<file path="src/verilog/ice_app_pkg.sv">
package ice_app_pkg;

    // ============================================================
    // Serial message and response layout
    // ============================================================
    localparam int msg_len            = 64;
    localparam int msg_type_len       = 8;
    localparam int msg_arg_len        = 56;
    localparam int resp_len           = 64;
    localparam int turnaround_cycles  = 8;   // Last message bit to first response bit
    localparam int msg_type_resp_bit  = 7;   // Set when the host expects a response

    // Edges from the last message bit until the transmitter holds its word, plus one
    localparam int resp_pipe_cycles   = 4;

    // Type codes
    localparam logic [msg_type_len-1:0] msg_type_nop       = 8'h00;
    localparam logic [msg_type_len-1:0] msg_type_echo      = 8'h80;
    localparam logic [msg_type_len-1:0] msg_type_led_set   = 8'h01;
    localparam logic [msg_type_len-1:0] msg_type_sd_status = 8'h82;

    // ============================================================
    // CMD6 status block
    // ============================================================
    localparam int datin_block_words  = 32;
    localparam int cmd6_mode_word     = 8;   // Word that carries the access mode
    localparam int cmd6_mode_lsb      = 8;

    // Counter widths and their typed load / compare values
    localparam int msg_cnt_w   = $clog2(msg_len);
    localparam int resp_cnt_w  = $clog2(resp_len);
    localparam int ta_cnt_w    = $clog2(turnaround_cycles);
    localparam int datin_cnt_w = $clog2(datin_block_words);

    localparam logic [msg_cnt_w-1:0]   msg_cnt_init   = msg_cnt_w'(msg_len - 1);
    localparam logic [resp_cnt_w-1:0]  resp_cnt_init  = resp_cnt_w'(resp_len - 1);
    localparam logic [ta_cnt_w-1:0]    ta_wait_init   =
        ta_cnt_w'(turnaround_cycles - resp_pipe_cycles);
    localparam logic [datin_cnt_w-1:0] datin_mode_idx = datin_cnt_w'(cmd6_mode_word);
    localparam logic [datin_cnt_w-1:0] datin_last_idx = datin_cnt_w'(datin_block_words - 1);

    // ============================================================
    // Message word
    // ============================================================
    // Argument seen as Echo payload or as the LEDSet field
    typedef union packed {
        logic [msg_arg_len-1:0] echo;
        struct packed {
            logic [msg_arg_len-5:0] unused;
            logic [3:0]             led_val;
        } led_set;
    } msg_arg_t;

    typedef struct packed {
        logic [msg_type_len-1:0] msg_type;  // Sent first
        msg_arg_t                arg;
    } msg_t;

endpackage

</file>
<file path="src/verilog/ice_app.sv">
module ice_app (
    input  logic        sd_datInWrite_clk,
    input  logic        spi_rst_,
    input  logic        data_in,
    input  logic        datin_rst,
    input  logic        datin_trigger,
    input  logic [15:0] datin_data,
    output logic        data_out,
    output logic        data_oe,
    output logic [3:0]  led
);

    ice_app_pkg::msg_t                  msg;
    logic                               msg_valid;
    logic [ice_app_pkg::resp_len-1:0]   resp_word;
    logic                               resp_start;
    logic                               tx_busy;
    logic [3:0]                         access_mode;
    logic                               block_done;

    // ============================================================
    // Serial command port
    // ============================================================
    spi_msg_rx u_msg_rx (
        .sd_datInWrite_clk (sd_datInWrite_clk),
        .spi_rst_          (spi_rst_),
        .data_in           (data_in),
        .tx_busy           (tx_busy),
        .msg               (msg),
        .msg_valid         (msg_valid)
    );

    spi_cmd_decoder u_cmd_decoder (
        .sd_datInWrite_clk (sd_datInWrite_clk),
        .spi_rst_          (spi_rst_),
        .msg               (msg),
        .msg_valid         (msg_valid),
        .access_mode       (access_mode),
        .block_done        (block_done),
        .resp_word         (resp_word),
        .resp_start        (resp_start),
        .led               (led)
    );

    spi_resp_tx u_resp_tx (
        .sd_datInWrite_clk (sd_datInWrite_clk),
        .spi_rst_          (spi_rst_),
        .resp_word         (resp_word),
        .resp_start        (resp_start),
        .data_out          (data_out),
        .data_oe           (data_oe),
        .tx_busy           (tx_busy)
    );

    // ============================================================
    // CMD6 status capture
    // ============================================================
    sd_cmd6_capture u_cmd6_capture (
        .sd_datInWrite_clk (sd_datInWrite_clk),
        .spi_rst_          (spi_rst_),
        .datin_rst         (datin_rst),
        .datin_trigger     (datin_trigger),
        .datin_data        (datin_data),
        .access_mode       (access_mode),
        .block_done        (block_done)
    );

endmodule

</file>
<file path="src/verilog/sd_cmd6_capture.sv">
module sd_cmd6_capture (
    input  logic        sd_datInWrite_clk,
    input  logic        spi_rst_,
    input  logic        datin_rst,
    input  logic        datin_trigger,
    input  logic [15:0] datin_data,
    output logic [3:0]  access_mode,
    output logic        block_done
);

    logic [ice_app_pkg::datin_cnt_w-1:0] word_cnt;
    logic                                take_word;

    // Words past the end of the block are dropped
    assign take_word = datin_trigger && !block_done;

    always_ff @(posedge sd_datInWrite_clk or negedge spi_rst_) begin
        if (!spi_rst_) begin
            word_cnt    <= '0;
            block_done  <= 1'b0;
            access_mode <= '0;
        end else if (datin_rst) begin
            word_cnt   <= '0;
            block_done <= 1'b0;                 // Mode kept until the next word 8
        end else if (take_word) begin
            word_cnt <= word_cnt + 1'b1;
            if (word_cnt == ice_app_pkg::datin_mode_idx) begin
                access_mode <= datin_data[ice_app_pkg::cmd6_mode_lsb +: 4];
            end
            if (word_cnt == ice_app_pkg::datin_last_idx) begin
                block_done <= 1'b1;
            end
        end
    end

endmodule

</file>
<file path="src/verilog/spi_cmd_decoder.sv">
module spi_cmd_decoder (
    input  logic                              sd_datInWrite_clk,
    input  logic                              spi_rst_,
    input  ice_app_pkg::msg_t                 msg,
    input  logic                              msg_valid,
    input  logic [3:0]                        access_mode,
    input  logic                              block_done,
    output logic [ice_app_pkg::resp_len-1:0]  resp_word,
    output logic                              resp_start,
    output logic [3:0]                        led
);

    logic is_echo;
    logic is_led_set;
    logic is_sd_status;
    logic wants_resp;

    // ============================================================
    // Type decode
    // ============================================================
    always_comb begin
        is_echo      = 1'b0;
        is_led_set   = 1'b0;
        is_sd_status = 1'b0;
        case (msg.msg_type)
            ice_app_pkg::msg_type_echo: begin
                is_echo = 1'b1;
            end
            ice_app_pkg::msg_type_led_set: begin
                is_led_set = 1'b1;
            end
            ice_app_pkg::msg_type_sd_status: begin
                is_sd_status = 1'b1;
            end
            ice_app_pkg::msg_type_nop: begin
                is_echo = 1'b0;                 // Accepted with no action
            end
            default: begin
                is_echo = 1'b0;                 // Unknown codes dropped silently
            end
        endcase
    end

    // Both response types carry the response bit in their code
    assign wants_resp = is_echo || is_sd_status;

    // ============================================================
    // LED register and response strobe
    // ============================================================
    always_ff @(posedge sd_datInWrite_clk or negedge spi_rst_) begin
        if (!spi_rst_) begin
            led        <= '0;
            resp_start <= 1'b0;
        end else begin
            resp_start <= msg_valid && wants_resp;
            if (msg_valid && is_led_set) begin
                led <= msg.arg.led_set.led_val;
            end
        end
    end

    // ============================================================
    // Response word
    // ============================================================
    always_ff @(posedge sd_datInWrite_clk) begin
        if (msg_valid && is_echo) begin
            // Payload in the top bits over a zero low byte
            resp_word <= {msg.arg.echo,
                          {(ice_app_pkg::resp_len - ice_app_pkg::msg_arg_len){1'b0}}};
        end else if (msg_valid && is_sd_status) begin
            resp_word <= {access_mode, block_done,
                          {(ice_app_pkg::resp_len - 5){1'b0}}};
        end
    end

endmodule

</file>
<file path="src/verilog/spi_msg_rx.sv">
module spi_msg_rx (
    input  logic              sd_datInWrite_clk,
    input  logic              spi_rst_,
    input  logic              data_in,
    input  logic              tx_busy,
    output ice_app_pkg::msg_t msg,
    output logic              msg_valid
);

    logic                                    shifting;
    logic [ice_app_pkg::msg_cnt_w-1:0]       bit_cnt;
    logic [ice_app_pkg::msg_len-1:0]         shift_q;
    logic [ice_app_pkg::msg_len-1:0]         next_word;
    ice_app_pkg::msg_t                       next_msg;
    logic                                    last_bit;
    logic                                    valid_pend;
    logic [1:0]                              hold_q;   // Covers the gap before tx_busy rises
    logic                                    blocked;

    assign next_word = {shift_q[ice_app_pkg::msg_len-2:0], data_in};
    assign next_msg  = next_word;
    assign last_bit  = shifting && (bit_cnt == '0);
    assign blocked   = tx_busy || (|hold_q);

    // ============================================================
    // Frame control
    // ============================================================
    always_ff @(posedge sd_datInWrite_clk or negedge spi_rst_) begin
        if (!spi_rst_) begin
            shifting   <= 1'b0;
            bit_cnt    <= '0;
            valid_pend <= 1'b0;
            msg_valid  <= 1'b0;
            hold_q     <= '0;
        end else begin
            valid_pend <= last_bit;
            msg_valid  <= valid_pend;
            // Response types keep the line closed until the transmitter takes over
            hold_q <= {hold_q[0],
                       last_bit && next_msg.msg_type[ice_app_pkg::msg_type_resp_bit]};

            if (!shifting) begin
                if (data_in && !blocked) begin  // Start bit
                    shifting <= 1'b1;
                    bit_cnt  <= ice_app_pkg::msg_cnt_init;
                end
            end else if (bit_cnt == '0) begin
                shifting <= 1'b0;
            end else begin
                bit_cnt <= bit_cnt - 1'b1;
            end
        end
    end

    // ============================================================
    // Message payload
    // ============================================================
    always_ff @(posedge sd_datInWrite_clk) begin
        if (shifting) begin
            shift_q <= next_word;               // MSB first
        end
        if (valid_pend) begin
            msg <= shift_q;
        end
    end

endmodule

</file>
<file path="src/verilog/spi_resp_tx.sv">
module spi_resp_tx (
    input  logic                              sd_datInWrite_clk,
    input  logic                              spi_rst_,
    input  logic [ice_app_pkg::resp_len-1:0]  resp_word,
    input  logic                              resp_start,
    output logic                              data_out,
    output logic                              data_oe,
    output logic                              tx_busy
);

    logic                                   waiting;   // Turnaround in progress
    logic [ice_app_pkg::ta_cnt_w-1:0]       wait_cnt;
    logic [ice_app_pkg::resp_cnt_w-1:0]     bit_cnt;
    logic [ice_app_pkg::resp_len-1:0]       shift_q;

    assign data_out = shift_q[ice_app_pkg::resp_len-1];

    // Drops one cycle early so the receiver can take a start bit as data_oe falls
    assign tx_busy = resp_start || waiting || (data_oe && (bit_cnt != '0));

    // ============================================================
    // Turnaround and shift control
    // ============================================================
    always_ff @(posedge sd_datInWrite_clk or negedge spi_rst_) begin
        if (!spi_rst_) begin
            waiting  <= 1'b0;
            wait_cnt <= '0;
            data_oe  <= 1'b0;
            bit_cnt  <= '0;
        end else if (resp_start) begin
            waiting  <= 1'b1;
            wait_cnt <= ice_app_pkg::ta_wait_init;
        end else if (waiting) begin
            if (wait_cnt == '0) begin
                waiting <= 1'b0;
                data_oe <= 1'b1;                // Bit 63 already on data_out
                bit_cnt <= ice_app_pkg::resp_cnt_init;
            end else begin
                wait_cnt <= wait_cnt - 1'b1;
            end
        end else if (data_oe) begin
            if (bit_cnt == '0) begin
                data_oe <= 1'b0;
            end else begin
                bit_cnt <= bit_cnt - 1'b1;
            end
        end
    end

    // ============================================================
    // Response shifter
    // ============================================================
    always_ff @(posedge sd_datInWrite_clk) begin
        if (resp_start) begin
            shift_q <= resp_word;
        end else if (data_oe && (bit_cnt != '0)) begin
            shift_q <= {shift_q[ice_app_pkg::resp_len-2:0], 1'b0};
        end
    end

endmodule
</file>
<file path="config.mk">
export PLATFORM = sky130hd
export DESIGN_NAME = ice_app
export DESIGN_NICKNAME = d
export VERILOG_FILES = /design/src/verilog/ice_app_pkg.sv /design/src/verilog/ice_app.sv /design/src/verilog/sd_cmd6_capture.sv /design/src/verilog/spi_cmd_decoder.sv /design/src/verilog/spi_msg_rx.sv /design/src/verilog/spi_resp_tx.sv
export SDC_FILE = /design/constraint.sdc
export NUM_CORES = 1
export LEC_CHECK = 0
export BUFFER_PORTS_ARGS = -buffer_cell sky130_fd_sc_hd__buf_4
export CAP_MARGIN = 10
export CORE_MARGIN = 2
export CORE_UTILIZATION = 48
export CTS_BUF_LIST = sky130_fd_sc_hd__clkbuf_8
export DETAILED_ROUTE_END_ITERATION = 12
export GPL_ROUTABILITY_DRIVEN = 0
export PLACE_DENSITY = 0.69
export SYNTH_ARGS = -nofsm -noshare
export SYNTH_HDL_FRONTEND = slang
export SYNTH_SLANG_ARGS = --single-unit
</file>
<file path="constraint.sdc">
create_clock -name sd_datInWrite_clk -period 5.7 [get_ports sd_datInWrite_clk]
set_input_delay 0.285 -clock sd_datInWrite_clk [delete_from_list [all_inputs] [get_ports sd_datInWrite_clk]]
set_output_delay 0.285 -clock sd_datInWrite_clk [all_outputs]
set_load 0.01 [all_outputs]
</file>
# ---- Word level (Yosys, flattened, before mapping)
# Cells that the tools add are included.
dict set report classes {
  addsub 4
  eq_ne 9
  mux 32
  bitwise_logic 2
  n_reduce_logical 33
}
# cell count
set ops {}
lappend ops {{64-bit 2-to-1 mux} 4}
lappend ops {{6-bit 2-to-1 mux} 7}
lappend ops {{8-bit == test (second input constant)} 2}
lappend ops {{1-bit 2-to-1 mux} 16}
lappend ops {{2-bit nonzero test} 7}
lappend ops {{6-bit zero test} 2}
lappend ops {{6-bit by 1-bit subtractor with 6-bit output (second input constant)} 2}
lappend ops {{5-bit 2-to-1 mux} 2}
lappend ops {{1-bit logical AND} 9}
lappend ops {{3-bit 2-to-1 mux} 3}
lappend ops {{8-bit by 1-bit == test with 1-bit output (second input constant)} 1}
lappend ops {{2-bit AND reduction} 4}
lappend ops {{2-bit inequality test (second input constant)} 3}
lappend ops {{6-bit nonzero test} 1}
lappend ops {{5-bit by 1-bit adder with 5-bit output (second input constant)} 1}
lappend ops {{5-bit by 4-bit == test with 1-bit output (second input constant)} 1}
lappend ops {{5-bit == test (second input constant)} 1}
lappend ops {{1-bit logical OR} 4}
lappend ops {{4-bit AND reduction} 1}
lappend ops {{3-bit zero test} 1}
lappend ops {{3-bit AND reduction} 1}
lappend ops {{3-bit by 1-bit subtractor with 3-bit output (second input constant)} 1}
lappend ops {{1-bit zero test} 2}
lappend ops {{2-bit by 1-bit inequality test with 1-bit output (second input constant)} 1}
lappend ops {{other kinds (2)} 3}
dict set report word_totals {
  ff_bits 284
  inputBits 21
  wordCells 100
}

# ---- Logic depth before layout (Yosys ltp)
# Gate-level depths: netlist of the first run.
dict set report logic_depth {
  word_depth 8
  ltp_mapped 7
  mapped_depth_nobuf 6
}

# ---- By module
# Synthesis of the first run repeated with hierarchy kept, for this count alone.
dict set report hier_totals {
  cells_unflattened 563
  area_unflattened_um2 10659.0
}
# module n_inst cells_each area_each_um2 seq_area_each_um2
set modules_own_cells {}
lappend modules_own_cells {spi_msg_rx 1 177 4399.2 4119.0}
lappend modules_own_cells {spi_resp_tx 1 201 3318.2 2197.1}
lappend modules_own_cells {spi_cmd_decoder 1 144 2419.8 1806.7}
lappend modules_own_cells {sd_cmd6_capture 1 41 521.8 250.2}

# ---- Worst setup path after synthesis of the first run
# OpenSTA, ideal clock, no wires.
dict set report synth_path {
  path_kind {register -> register}
  from {reg, netlist name u_msg_rx.msg[59]}
  to {reg u_cmd_decoder.resp_word[10] (netlist bit) (enable)}
  arrival_ns 3.144
  slack_ns 2.086
  stages_incl_launch_ff 4
  cell_sequence {edfxtp_1 nor4_1 nand3b_1 nor2_1}
}
dict set report synth_between {
  elab_chain_len 4
  word_cells_on_any_way 7
  classes_between {eq/ne (2); mux (2); reduce/logical (3)}
}
# item line_no
set synth_lines {}
lappend synth_lines {{8-bit == test} spi_cmd_decoder.sv:25} ;# case (msg.msg_type)
lappend synth_lines {{1-bit 2-to-1 mux} spi_cmd_decoder.sv:25}
lappend synth_lines {{1-bit logical AND (on tied branches)} {spi_cmd_decoder.sv:70, spi_cmd_decoder.sv:66}}
lappend synth_lines {{2-bit nonzero test (no source line) *} -}
lappend synth_lines {{end signal, assigned} spi_cmd_decoder.sv:68} ;# resp_word <= {msg.arg.echo,
lappend synth_lines {{end signal, assigned} spi_cmd_decoder.sv:71} ;# resp_word <= {access_mode, block_done,
lappend synth_lines {{end, declared} spi_cmd_decoder.sv:8} ;# output logic [ice_app_pkg::resp_len-1:0] resp_word,
# Mark *: on every way between the ends. The rest lies on a longest branch, timed or not.
# A chain may end at the register's enable or synchronous reset.

# ---- Worst setup path in the final report of the first run
dict set report layout_path {
  from {reg, netlist name u_msg_rx.msg[59]}
  to {reg u_cmd_decoder.resp_word[48] (netlist bit) (enable)}
}
dict set report layout_between {
  elab_chain_len 4
  word_cells_on_any_way 7
  classes_between {eq/ne (2); mux (2); reduce/logical (3)}
}
# item line_no
set layout_lines {}
lappend layout_lines {{8-bit == test} spi_cmd_decoder.sv:25}
lappend layout_lines {{1-bit 2-to-1 mux} spi_cmd_decoder.sv:25}
lappend layout_lines {{1-bit logical AND (on tied branches)} {spi_cmd_decoder.sv:70, spi_cmd_decoder.sv:66}}
lappend layout_lines {{2-bit nonzero test (no source line) *} -}
# Marks and branches as above.

==> results of run 1 <==
synth_stat cells (3+ instances only):
cell	n
nand2b_1	3
and2_1	52
mux2i_1	7
mux2_2	68
clkbuf_1	14
dfrtp_1	37
and3_1	3
nand2_1	9
xor2_1	3
nor2b_1	5
xnor2_1	4
edfxtp_1	240
nor3_1	3
a21oi_1	6
nor2_1	25
ha_1	9
nand4_1	5
inv_1	12
routing by layer:
metal	global-route usage, %	vias up	wire, um
met3	3.46	27	537
met1	16.7	2218	6130
li1	-	2104	-
met5	0	-	0
met4	5.24	0	282
met2	21.3	65	6750
metrics by stage:
step,instances,total power [mW]
after global placement,811,2.28
after CTS,890,3.67
after detailed placement,811,2.28
final,890,3.62
after floorplan,533,2.26
after global routing,890,3.76
where the power goes:
group / internal [mW] / switching [mW] / total [mW] / leakage, nW
Clock: 0.674 / 0.703 / 1.38 / 0.405
Sequential: 2.21 / 0.0110 / 2.22 / 2.51
Combinational: 0.0100 / 0.0120 / 0.0220 / 0.845
critical path: cells and delay by family, from the launching register on:
family / cells / cell delay, ps
flops: 1 / 370
buf+inv: 1 / 480
simple gates: 3 / 1170
sequential cells by signal (all words and copies together), names as in the netlist, 2 cells and up:
| name | cells |
|---|---|
| u_msg_rx.msg | 64 |
| u_msg_rx.shift_q | 64 |
| u_cmd_decoder.resp_word | 56 |
| u_resp_tx.shift_q | 56 |
| u_msg_rx.bit_cnt | 6 |
| u_resp_tx.bit_cnt | 6 |
| u_cmd6_capture.word_cnt | 5 |
| u_cmd6_capture.access_mode | 4 |
| u_cmd_decoder.led | 4 |
| u_resp_tx.wait_cnt | 3 |
| u_msg_rx.hold_q | 2 |
final cells by class:
cell class | instances | area, um^2
clock buffer | 41 | 564
sequential | 277 | 8140
multi-input combinational | 227 | 1860
timing repair buffer | 27 | 220
inverter | 12 | 45.0
clock inverter | 31 | 136
tap | 275 | 344
fill | 1611 | 9520
path summary, 6_finish.rpt:
| check | startpoint | to | slack [ps] | depth (start not counted) |
|---|---|---|---|---|
| setup / recovery | u_msg_rx.msg[59] | u_cmd_decoder.resp_word[48] | 3260 | 4 |
| hold / removal | datin_trigger | u_cmd6_capture.block_done | 40 | 3 |
| setup reg to reg | u_msg_rx.msg[59] | u_cmd_decoder.resp_word[48] | 3260 | 4 |
| hold reg to reg | u_msg_rx.hold_q[0] | u_msg_rx.hold_q[1] | 400 | 0 |
| max in group asynchronous | spi_rst_ | u_cmd_decoder.resp_start | 5050 | 2 |
| min in group asynchronous | spi_rst_ | u_msg_rx.msg_valid | 270 | 2 |
placed cells by master (no fill, tap or decap), types with 2 or more instances in the layout:
master,netlist,final
nor2_1,25,24
clkinv_1,0,8
clkinvlp_4,0,2
nor4b_1,2,2
xnor2_1,4,4
clkbuf_8,0,41
ha_1,9,9
xor2_1,3,3
buf_4,0,20
clkinv_2,0,10
nor3_1,3,2
nand3_1,2,2
inv_1,12,23
nor2b_1,5,5
dlygate4sd3_1,0,7
mux2_2,68,68
dfrtp_2,0,3
mux2i_1,7,7
and2_1,52,52
dfrtp_1,37,34
edfxtp_1,240,240
a221oi_2,2,2
a31o_2,2,2
a21oi_1,6,6
and3_1,3,3
nand2_1,9,9
nand4_1,5,5
a21o_1,2,2
nand2b_1,3,3
kinds of logic (layout without fill, tap and decap cells):
| logic type | Yosys count | after routing | synth area share [%] |
|---|---|---|---|
| AO/OA/AOI/OAI | 20 | 20 | 1.56 |
| XOR/XNOR | 7 | 7 | 0.607 |
| adder cells (fa/ha/maj) | 9 | 9 | 1.12 |
| buffers and inverters | 29 | 111 | 1.24 |
| flip-flops | 277 | 277 | 80.5 |
| multiplexers | 75 | 75 | 8.28 |
| AND/OR/NAND/NOR | 116 | 116 | 6.67 |
==> results.txt, run 1 <==
Once routing completed, OpenROAD measured the worst setup slack at ~3300 ps. The number of detailed-route iterations in the first pass came out at 4. The maximum net fanout on the critical path is 31. The register bit total from synthesis is between 200 and 300.

The wire length of the first global-routing pass came out at 23000 um. The post-detailed-route wirelength per cell came out at about 15 um. The number of antenna violations at the first check in global routing is 1.

The number of failing hold endpoints at the final stage is 0. The average vias per placed instance came out at 4.96. The share of the Yosys chip area taken by registers is between 80% and 90%. The pin count of the biggest net entering global routing came out at 75. The class of the most critical hold timing path is in -> reg.

Setup violations remaining at the end of the flow were counted as 0. The post-route cell area came out at roughly 11000 um^2. The maximum buffer depth of the clock tree came out at 3. The number of nets with antenna violations after detailed routing is 0. STA classifies the critical path startpoint as a flip-flop.

STA classifies the critical path endpoint as a flip-flop. The number of enable-type register cells in the synthesized netlist came out at 240. Setup repair after global routing left no endpoint under its margin.

The power density relative to cell area is around 320 nW/um^2. The antenna diode count is 0. The detailed-route via count came out at ~4400. The number of nets in the synthesized netlist is 563. The highest clock frequency the design can meet is 410 MHz. The global router's overall resource usage came out at between 10% and 20%. The number of clock sinks came out at between 200 and 300. The cell accounting for the most synthesized area is edfxtp_1. TritonCTS built the clock tree. The post-CTS setup buffer count came out at 0.

The summed negative setup slack over all endpoints is 0 ps. The number of buffers created by CTS came out at 40. The mean instance size in the synthesized netlist came out at approximately 19 um^2. The floorplan step defined a core boundary enclosing 20800 um^2. The width of the die came out at about 150 um. The net count reported at finish is between 600 and 700.

The wire-length estimate of the detail-placed layout is between 7000 and 8000 um. Among all flip-flop cells after synthesis, the most frequent one is edfxtp_1. The number of port buffers is 14. Traced cell by cell, the critical path runs through nor4_1, nand3b_1, nor2_4, buf_4.

The worst stage delay on the critical path is around 650 ps. The flow ran to the end, and the final reports show no timing, DRC or antenna violations. The number of distinct standard cells referenced by the synthesized netlist is 40. The number of warnings printed during yosys synthesis is 0.

The later-pin clock latency in the skew report came out at 530 ps. The data required time of the critical path came out at 5870 ps. The layout overhead on the synthesized area came out at 12.0%. In the final layout, the share of cells above drive strength 1 is between 20% and 30%. The number of levels the H-tree was split into came out at 2. The analysis attributes to cell leakage a power of roughly 3.8 nW. The die covers approximately 22000 um^2. In the routed design, unresolved DRC markers number 0. The die boundary height is approximately 150 um. The number of hold buffers added after cts is 7.

The total grt overflow came out at 0. The worst path arrival time came out at ~2600 ps. The clock transition at the registers of the reported paths is ~60 ps.

The count of standard-cell rows is 53. The number of global-route vias before repair came out at about 4600. The async set-or-reset flop fraction in the synthesized netlist is a little over an eighth. After detailed routing, the total wire length is approximately 14000 um. The worst setup path is of the reg -> reg kind.

After synthesis, the largest area contributor takes up 71.4% of total cell area. The number of primary I/O pins is 27. The number of cells upsized or downsized after cts is 0. Of the available clock period, the critical path in the final layout requires 42.7%. The post-synth design cell area came out at between 10000 and 15000 um^2. VDD sags by at most ~0.19 mV. The utilization of the core after routing is a little over half. Summing all placed instances gives a cell area of 10500 um^2. The cell with the largest stage delay on the worst path is nor2_4. After synthesis, the cell types taking the most area are edfxtp_1, dfrtp_1, mux2_2, and2_1, ha_1. The worst max-slew margin expressed relative to the limit came out at between 30% and 40%. The worst hold slack came out at approximately 39 ps. Synthesis handed over a netlist of 533 instances.

The time the worst path needs with I/O delays and setup is between 2000 and 2500 ps. The number of max-slew violations in the final report is 0. The detailed router's first-iteration violation count is between 200 and 300. The minimum setup slack after placement came out at about 3200 ps. The setup clock skew after layout is 28.4 ps.

The actual slew at the worst max-slew pin came out at roughly 940 ps. The tool flagged a number of max-cap violations equal to 0. The root buffer cell chosen for the clock tree is clkbuf_8.

The starting density of the core is about half.
Note: power is estimated with default switching activity, not from simulation.
==> run 2: changes to the inputs <==
--- a/config.mk
+++ b/config.mk
@@ -5,6 +5,7 @@
 export SDC_FILE = /design/constraint.sdc
 export NUM_CORES = 1
 export LEC_CHECK = 0
+export ABC_AREA = 1
 export BUFFER_PORTS_ARGS = -buffer_cell sky130_fd_sc_hd__buf_4
 export CAP_MARGIN = 10
 export CORE_MARGIN = 2
@@ -12,7 +13,7 @@
 export CTS_BUF_LIST = sky130_fd_sc_hd__clkbuf_8
 export DETAILED_ROUTE_END_ITERATION = 12
 export GPL_ROUTABILITY_DRIVEN = 0
-export PLACE_DENSITY = 0.69
+export PLACE_DENSITY = 0.71
 export SYNTH_ARGS = -nofsm -noshare
 export SYNTH_HDL_FRONTEND = slang
 export SYNTH_SLANG_ARGS = --single-unit
==> constraint.sdc (replaced) <==
create_clock -name sd_datInWrite_clk -period 2.11 [get_ports sd_datInWrite_clk]
set_input_delay 0.1055 -clock sd_datInWrite_clk [delete_from_list [all_inputs] [get_ports sd_datInWrite_clk]]
set_output_delay 0.1055 -clock sd_datInWrite_clk [all_outputs]
set_load 0.01 [all_outputs]
==> run 2 against run 1 <==
  * Worst setup slack worse by 2900 ps
  * Area after synthesis is 1.8% higher
  * Global-route usage is 1.5 points higher
  * Via count is 21% higher
  * Register-to-register slack worse by 2900 ps
  * Critical endpoint is now u_cmd_decoder.resp_word[11]
  * Largest power group unchanged
==> results.txt, run 2 <==
The flow ran to the end, and the final reports show no timing, DRC or antenna violations. The number of failing hold endpoints at the final stage is 0 (unchanged). Walking the worst path, the cells encountered are nor2_1, nand3b_1, nor4_4, buf_4. The number of nets in the synthesized netlist is 792 (+41%).

The clock transition at the registers of the reported paths came to 70 ps (about the same). The worst hold path belongs to the class in -> async. The summed negative setup slack over all endpoints is 0 ps (unchanged). The number of cells in the finished layout apart from fillers is 1131 (+27%). The switching power total came out at 2.95 mW (+310%).

The count of standard-cell rows is 53 (unchanged). The largest vdd supply drop came out at 0.637 mV (+240%). The time the worst path needs with I/O delays and setup came out at 1770 ps (-663 ps). The global router's overall resource usage is 14.5% (+1.5 points). The post-detailed-route wirelength per cell is 13.4 um (-13%).

The post-placement cell count came out at 1046 (+29%). The critical path launch point type is a flip-flop. The die boundary height is 150 um (+0.87%). The power density relative to cell area is 1070 nW/um^2 (+240%). By startpoint and endpoint, the worst setup path is classified as reg -> reg. The data required time of the critical path came out at 2320 ps (-3550 ps). The width of the die is 150 um (+0.87%). The setup clock skew after layout is 29.0 ps (+0.600 ps). The leakage component of the power came out at 4.77 nW (+27%). The number of port buffers came out at 14 (unchanged). The share of layout cells above drive strength 1 is 13.3% (-12 points).

The overall die area is 22600 um^2 (+1.8%). The number of nets with antenna violations after detailed routing is 0 (unchanged). The switching power share of the total was 23.6% (+3.5 points). The total of max-cap violations came out at 0 (unchanged). The total grt overflow came out at 0 (unchanged). The worst stage delay on the critical path is 360 ps (-290 ps). The number of cells upsized or downsized after cts is 0 (unchanged). The largest registers in the layout are u_msg_rx.msg: 64 flops, u_msg_rx.shift_q: 64 flops. The worst setup path is captured at a flip-flop. Setup repair after global routing left no endpoint under its margin. The TritonCTS clock tree is done. The register bit total from synthesis is 277 (unchanged). The number of clock sinks came to 277 (unchanged).

The count of mapped cells out of synthesis is 762 (+43%). The actual slew at the worst max-slew pin came out at 585 ps (-355 ps). The number of antenna violations at the first check in global routing came out at 0 (-1). The async set-or-reset flop fraction in the synthesized netlist came out at 13.4% (unchanged). The starting density of the core is 48.9% (+0.40 points). The relative contribution of sequential cells to total power came out at 59.3% (-2.0 points). The library cells used most frequently in the layout, excluding fill and tap cells, are edfxtp_1, nand2_1, inv_1. The detailed-route via count came out at 5330 (+21%).

The number of distinct standard cells referenced by the synthesized netlist is 28 (-30%). The number of levels the H-tree was split into is 2 (unchanged). The number of warnings printed during yosys synthesis is 0 (unchanged). The highest clock frequency the design can meet is 564 MHz (+37%). The pin count of the biggest net entering global routing is 57 (-24%). The detailed router's first-iteration violation count came out at 330 (+24%). The area of the core came out at 21000 um^2 (+0.96%). The setup-violating endpoint count in the final report came out at 0 (unchanged). The mean instance size in the synthesized netlist came out at 13.5 um^2 (-29%).

The number of primary I/O pins is 27 (unchanged). The later-pin clock latency in the skew report came to 540 ps (about the same). The wire length of the first global-routing pass is 26000 um (+13%). After synthesis, the cell types taking the most area are edfxtp_1, dfrtp_1, nand2_1, inv_1, nor2_1. Yosys instantiated no cell more often than edfxtp_1.

The top-area cell type share of the netlist area is 70.1% (-1.3 points). The antenna diode count is 0 (unchanged). Summed over all instances, the cell type with the most area after synthesis is edfxtp_1. The number of detailed-route iterations in the first pass is 5 (+1). Leaving out fill and tap cells, the most frequent cell in the layout is edfxtp_1. The layout overhead on the synthesized area came out at 13.4%. The clock root buffer is clkbuf_8.

The average vias per placed instance is 4.71 (-5.0%). On the critical path, the stage with the largest delay is an instance of edfxtp_1. The clock network power share was 33.2% (-4.9 points). The fraction of power consumed by combinational cells came out at 7.5% (+6.9 points). The maximum net fanout on the critical path came out at 17 (-45%). The most used flip-flop cell after synthesis is edfxtp_1. The number of max-slew violations in the final report is 0 (unchanged). The post-synthesis sequential area ratio came to 79.1% (-1.4 points).

The post-synth design cell area came to 10300 um^2 (+1.8%). The number of enable-type register cells in the synthesized netlist was 240 (unchanged). The commonest cells after synthesis are edfxtp_1, nand2_1, inv_1. The net count reported at finish is 855 (+39%). The final wirelength is 15100 um (+10%). The worst path arrival time came out at 1980 ps (-630 ps). The maximum buffer depth of the clock tree is 3 (unchanged). The number of buffers created by CTS is 43 (+7.5%). The number of global-route vias before repair is 5365 (+16%).

The post-route DRC violation count is 0 (unchanged). The internal power summed over all cells came to 9.57 mW (+230%). The final critical-path share of the clock period came out at 84.1% (+41 points). The HPWL after detailed placement is 8050 um (+9.1%).

The worst max-slew margin expressed relative to the limit is 61.0% (+24 points).
run 2: logic make-up (layout without fill, tap and decap cells):
kind of cell / count (synthesis) / after routing / share of synthesized area (%)
buffers and inverters: 103 / 197 / 4.14
adders and majority gates: 9 / 9 / 1.10
and+or+nand+nor: 342 / 342 / 14.0
xor gates and xnor gates: 2 / 2 / 0.170
AOI/OAI and AO/OA: 29 / 29 / 1.45
DFF: 277 / 277 / 79.1
run 2: power groups by stage:
stage                     clock [mW]  combinational, mW  sequential (mW)
after floorplan                    0              0.613             7.46
after global placement             0              0.882             7.49
after detailed placement           0              0.932             7.51
after CTS                       4.31              0.940             7.42
after global routing            4.54               1.06             7.52
final                           4.16              0.933             7.43
run 2: what timing repair did:
item                                   in CTS  in global routing
buffers inserted                            0                  0
endpoints found under the hold margin      48                  0
hold buffers                                9                  0
run 2: layout make-up:
cell class,count,area [um^2]
clock buffer,48,661
clock inverter,28,148
fill,1639,9360
inverter,86,323
multi-input combinational,382,1720
sequential,277,8140
tap,275,344
timing repair buffer,35,323
run 2: per-stage QoR:
stage	util (%)	hold slack (ps)	cell area [um^2]	setup slack [ps]	total power, mW
after floorplan	-	-190	10300	-1090	8.07
after global placement	51.2	94.2	10800	386	8.37
after detailed placement	51.2	105	10800	355	8.44
after CTS	55.5	48.7	11700	333	12.7
after global routing	55.5	109	11700	200	13.1
final	55.5	67.9	11700	336	12.5
run 2: final timing paths:
kind,from,end,slack [ps],cells past startpoint
worst max-delay path,u_msg_rx.msg[61],u_cmd_decoder.resp_word[11],340,4
worst min-delay path,spi_rst_,u_cmd6_capture.access_mode[2],70,2
worst max register to register,u_msg_rx.msg[61],u_cmd_decoder.resp_word[11],340,4
worst min register to register,u_msg_rx.hold_q[0],u_msg_rx.hold_q[1],410,0
max in group asynchronous,spi_rst_,u_cmd_decoder.resp_start,1670,2
min in group sd_datInWrite_clk,data_in,u_msg_rx.shift_q[0],310,2
run 2: metal layers:
layer  track usage, %  up-vias  wire length (um)  part of all wire [%]
met5                0        -                 0                     0
met4             5.94        0               400                   2.6
met3             3.39       35               604                   4.0
met2             23.8      100              7100                    47
met1             18.8     2529              7010                    46
li1                 -     2666                 -                     -
run 2: critical path, delay by kind of cell, from the launching register on:
kind                   cells  cell delay, ps
and+or+nand+nor            3             740
buffers and inverters      1             340
DFF                        1             360
==> run 3: changes to the inputs <==
--- a/config.mk
+++ b/config.mk
@@ -5,7 +5,7 @@
 export SDC_FILE = /design/constraint.sdc
 export NUM_CORES = 1
 export LEC_CHECK = 0
-export ABC_AREA = 1
+export ABC_AREA = 0
 export BUFFER_PORTS_ARGS = -buffer_cell sky130_fd_sc_hd__buf_4
 export CAP_MARGIN = 10
 export CORE_MARGIN = 2
@@ -13,7 +13,7 @@
 export CTS_BUF_LIST = sky130_fd_sc_hd__clkbuf_8
 export DETAILED_ROUTE_END_ITERATION = 12
 export GPL_ROUTABILITY_DRIVEN = 0
-export PLACE_DENSITY = 0.71
+export PLACE_DENSITY = 0.69
 export SYNTH_ARGS = -nofsm -noshare
 export SYNTH_HDL_FRONTEND = slang
 export SYNTH_SLANG_ARGS = --single-unit
==> constraint.sdc (replaced) <==
create_clock -name sd_datInWrite_clk -period 1.7 [get_ports sd_datInWrite_clk]
set_input_delay 0.085 -clock sd_datInWrite_clk [delete_from_list [all_inputs] [get_ports sd_datInWrite_clk]]
set_output_delay 0.085 -clock sd_datInWrite_clk [all_outputs]
set_load 0.01 [all_outputs]
==> run 3 against run 2 <==
  * The run now ends with negative setup slack left
  * Clock skew is 12 ps lower
  * First-iteration DRC count down 2.4%
  * Sequential cell count did not move
  * Sequential share of layout area fell by 2.4 points
  * Global-route usage shrank 0.82 points
  * Largest cell class unchanged
==> results.txt, run 3 (same netlist as run 1, synthesis figures left out) <==
The run finished, with violations left. The final reports fail on negative setup slack. The post-route DRC violation count came out at 0 (unchanged). The number of levels the H-tree was split into came out at 2 (unchanged). The data required time of the critical path came out at 2100 ps (-220 ps). The number of port buffers is 14 (unchanged). Leaving out fill and tap cells, the most frequent cells in the layout are edfxtp_1, mux2_2, and2_1. The maximum net fanout on the critical path came out at 4 (-13). The largest vdd supply drop came out at 0.459 mV (-28%). The worst-case setup margin in the final layout is -96.4 ps (-433 ps). The number of buffers created by CTS is 42 (-2.3%). The worst hold slack came out at 71.9 ps (+4.02 ps). The critical path launch point type is a flip-flop.

The summed negative setup slack over all endpoints was -4800 ps (-4800 ps). The total of max-cap violations came out at 0 (unchanged). The number of primary I/O pins was 27 (unchanged).

The area taken by multi-input logic gates is 1950 um^2 (+13%). In this run the worst hold path is classified as in -> async. The number of antenna violations at the first check in global routing is 0 (unchanged). Setup repair after global routing could not meet its margin everywhere.

The highest clock frequency the design can meet is 557 MHz (-1.3%). The detailed router's first-iteration violation count came to 322 (-2.4%). The number of max-slew violations in the final report is 0 (unchanged).

The final total power is 12.6 mW (+0.62%). The detailed-route via count came to 4647 (-13%). The pin count of the biggest net entering global routing was 75 (+32%). The overall die area came out at 22200 um^2 (-1.7%). The die boundary height was 149 um (-0.86%). The count of standard-cell rows came out at 53 (unchanged). The post-detailed-route wirelength per cell is 16.0 um (+19%). The final critical-path share of the clock period came out at 106% (+22 points). The post-placement cell count came out at 835 (-20%). The power density relative to cell area came out at 1040 nW/um^2 (-2.9%). The area of the core was 20800 um^2 (-0.95%). The number of clock sinks came out at 277 (unchanged). The width of the die came out at 149 um (-0.86%). The total grt overflow was 0 (unchanged).

The wire length of the first global-routing pass came out at 24100 um (-7.4%). The leakage component of the power is 4.08 nW (-14%). The most common library cell in the layout ignoring fill and taps is edfxtp_1. The signal on the critical path passes through nor4_2, nand3b_1, buf_6, nor4b_4, buf_4, mux2_2.

The final wirelength came to 14800 um (-2.0%). The layout overhead on the synthesized area is 19.6%. The sequential cell area in the final layout came out at 8140 um^2 (about the same). The critical path class is reg -> reg. The maximum buffer depth of the clock tree is 3 (unchanged). The startpoint identified for the worst register-to-register timing path is u_msg_rx.msg[59].

The time the worst path needs with I/O delays and setup came to 1800 ps (+22.8 ps). The later-pin clock latency in the skew report came to 530 ps (about the same). The number of global-route vias before repair is 4928 (-8.1%). The TritonCTS clock tree is done. The net count reported at finish came out at 655 (-23%). The clock transition at the registers of the reported paths is 60 ps (about the same). The number of failing hold endpoints at the final stage is 0 (unchanged). In this run the clock root is driven by a clkbuf_8. The worst stage delay on the critical path is 380 ps (+20 ps). The flop-to-flop setup slack came out at -100 ps (-430 ps).

The slowest stage of the critical path is the edfxtp_1 cell. The number of detailed-route iterations in the first pass came to 4 (-1). The starting density of the core is 48.5% (-0.40 points). The global router's overall resource usage is 13.7% (-0.82 points). The actual slew at the worst max-slew pin was 529 ps (-55.2 ps).

The number of nets with antenna violations after detailed routing came to 0 (unchanged). The setup clock skew after layout came out at 16.8 ps (-12.1 ps). The endpoint kind of the worst setup timing path is a flip-flop. The minimum setup slack after placement was -204 ps (-559 ps). The fill cell total of the finished layout is 1489 (-9.2%). The setup-violating endpoint count in the final report was 81 (+81). The critical path starts at u_msg_rx.msg[59]. The share of layout cells above drive strength 1 came out at 32.5% (+19 points). The number of cells in the finished layout apart from fillers is 928 (-18%). The HPWL after detailed placement is 7860 um (-2.4%). The worst max-slew margin expressed relative to the limit is 64.7% (+3.7 points). The worst path arrival time came to 2200 ps (+220 ps). The antenna diode count is 0 (unchanged). In the final layout, the registers with the most flip-flops are u_msg_rx.msg: 64 flops, u_msg_rx.shift_q: 64 flops. The average vias per placed instance came out at 5.01 (+6.3%).
==> run 3: cell types whose count changed in the layout (fill, tap and decap cells not counted), moves of 7 or more <==
cell     previous run  this run
mux2i_1             0         7
o21ai_0            21         1
inv_1              96        18
nor2_1             48        24
nand3_1            23         2
buf_4              23        33
buf_12              3        12
nand2_1           232         9
nor2_2             20         0
mux2_2              0        63
and2_1              0        45
and2_4              0         7
==> run 3: final timing paths <==
path,end,depth (start not counted)
max in group asynchronous,u_msg_rx.shifting,2
min,u_cmd6_capture.word_cnt[1],2
min reg2reg,u_msg_rx.hold_q[1],0
max,u_cmd_decoder.led[1],6
max reg2reg,u_cmd_decoder.led[1],6
min in group sd_datInWrite_clk,u_msg_rx.shift_q[0],2
==> run 3: routing by layer <==
layer / up-vias / GRT usage [%] / part of all wire, %
met4: 0 / 5.33 / 2.0
met5: - / 0 / 0
met1: 2354 / 17.6 / 44
met3: 24 / 3.30 / 3.8
li1: 2187 / - / -
met2: 82 / 22.8 / 50
==> run 3: area by class of cell <==
cell class	count	area share, %
sequential	277	67.4
multi-input combinational	227	16.2
timing repair buffer	65	6.71
clock buffer	44	5.01
tap	275	2.85
clock inverter	28	1.48
inverter	12	0.373
==> run 3: critical path, delay by kind of cell (launching register included) <==
| family | cells | cell delay [ps] |
|---|---|---|
| buffers and inverters | 2 | 340 |
| muxes | 1 | 330 |
| and+or+nand+nor | 3 | 640 |
| DFF | 1 | 380 |
==> run 3: report_power, final <==
part	total, mW	internal (mW)	switching (mW)
Combinational	0.0810	0.0376	0.0434
Sequential	7.44	7.40	0.0365
Clock	5.09	2.71	2.38
==> run 3: what timing repair did <==
action	CTS	global route
buffers inserted	5	1
pin swaps	2	1
hold endpoints to repair	48	0
resized for setup	16	15
hold buffers	8	0
setup endpoints to repair	117	127
gates cloned	3	4
==> run 3: through the flow <==
| stage | util [%] | area [um^2] |
|---|---|---|
| floorplan | - | 10100 |
| global placement | 52.1 | 10900 |
| detailed placement | 52.1 | 10900 |
| CTS | 57.2 | 11900 |
| global route | 58.0 | 12100 |
| finish | 58.0 | 12100 |
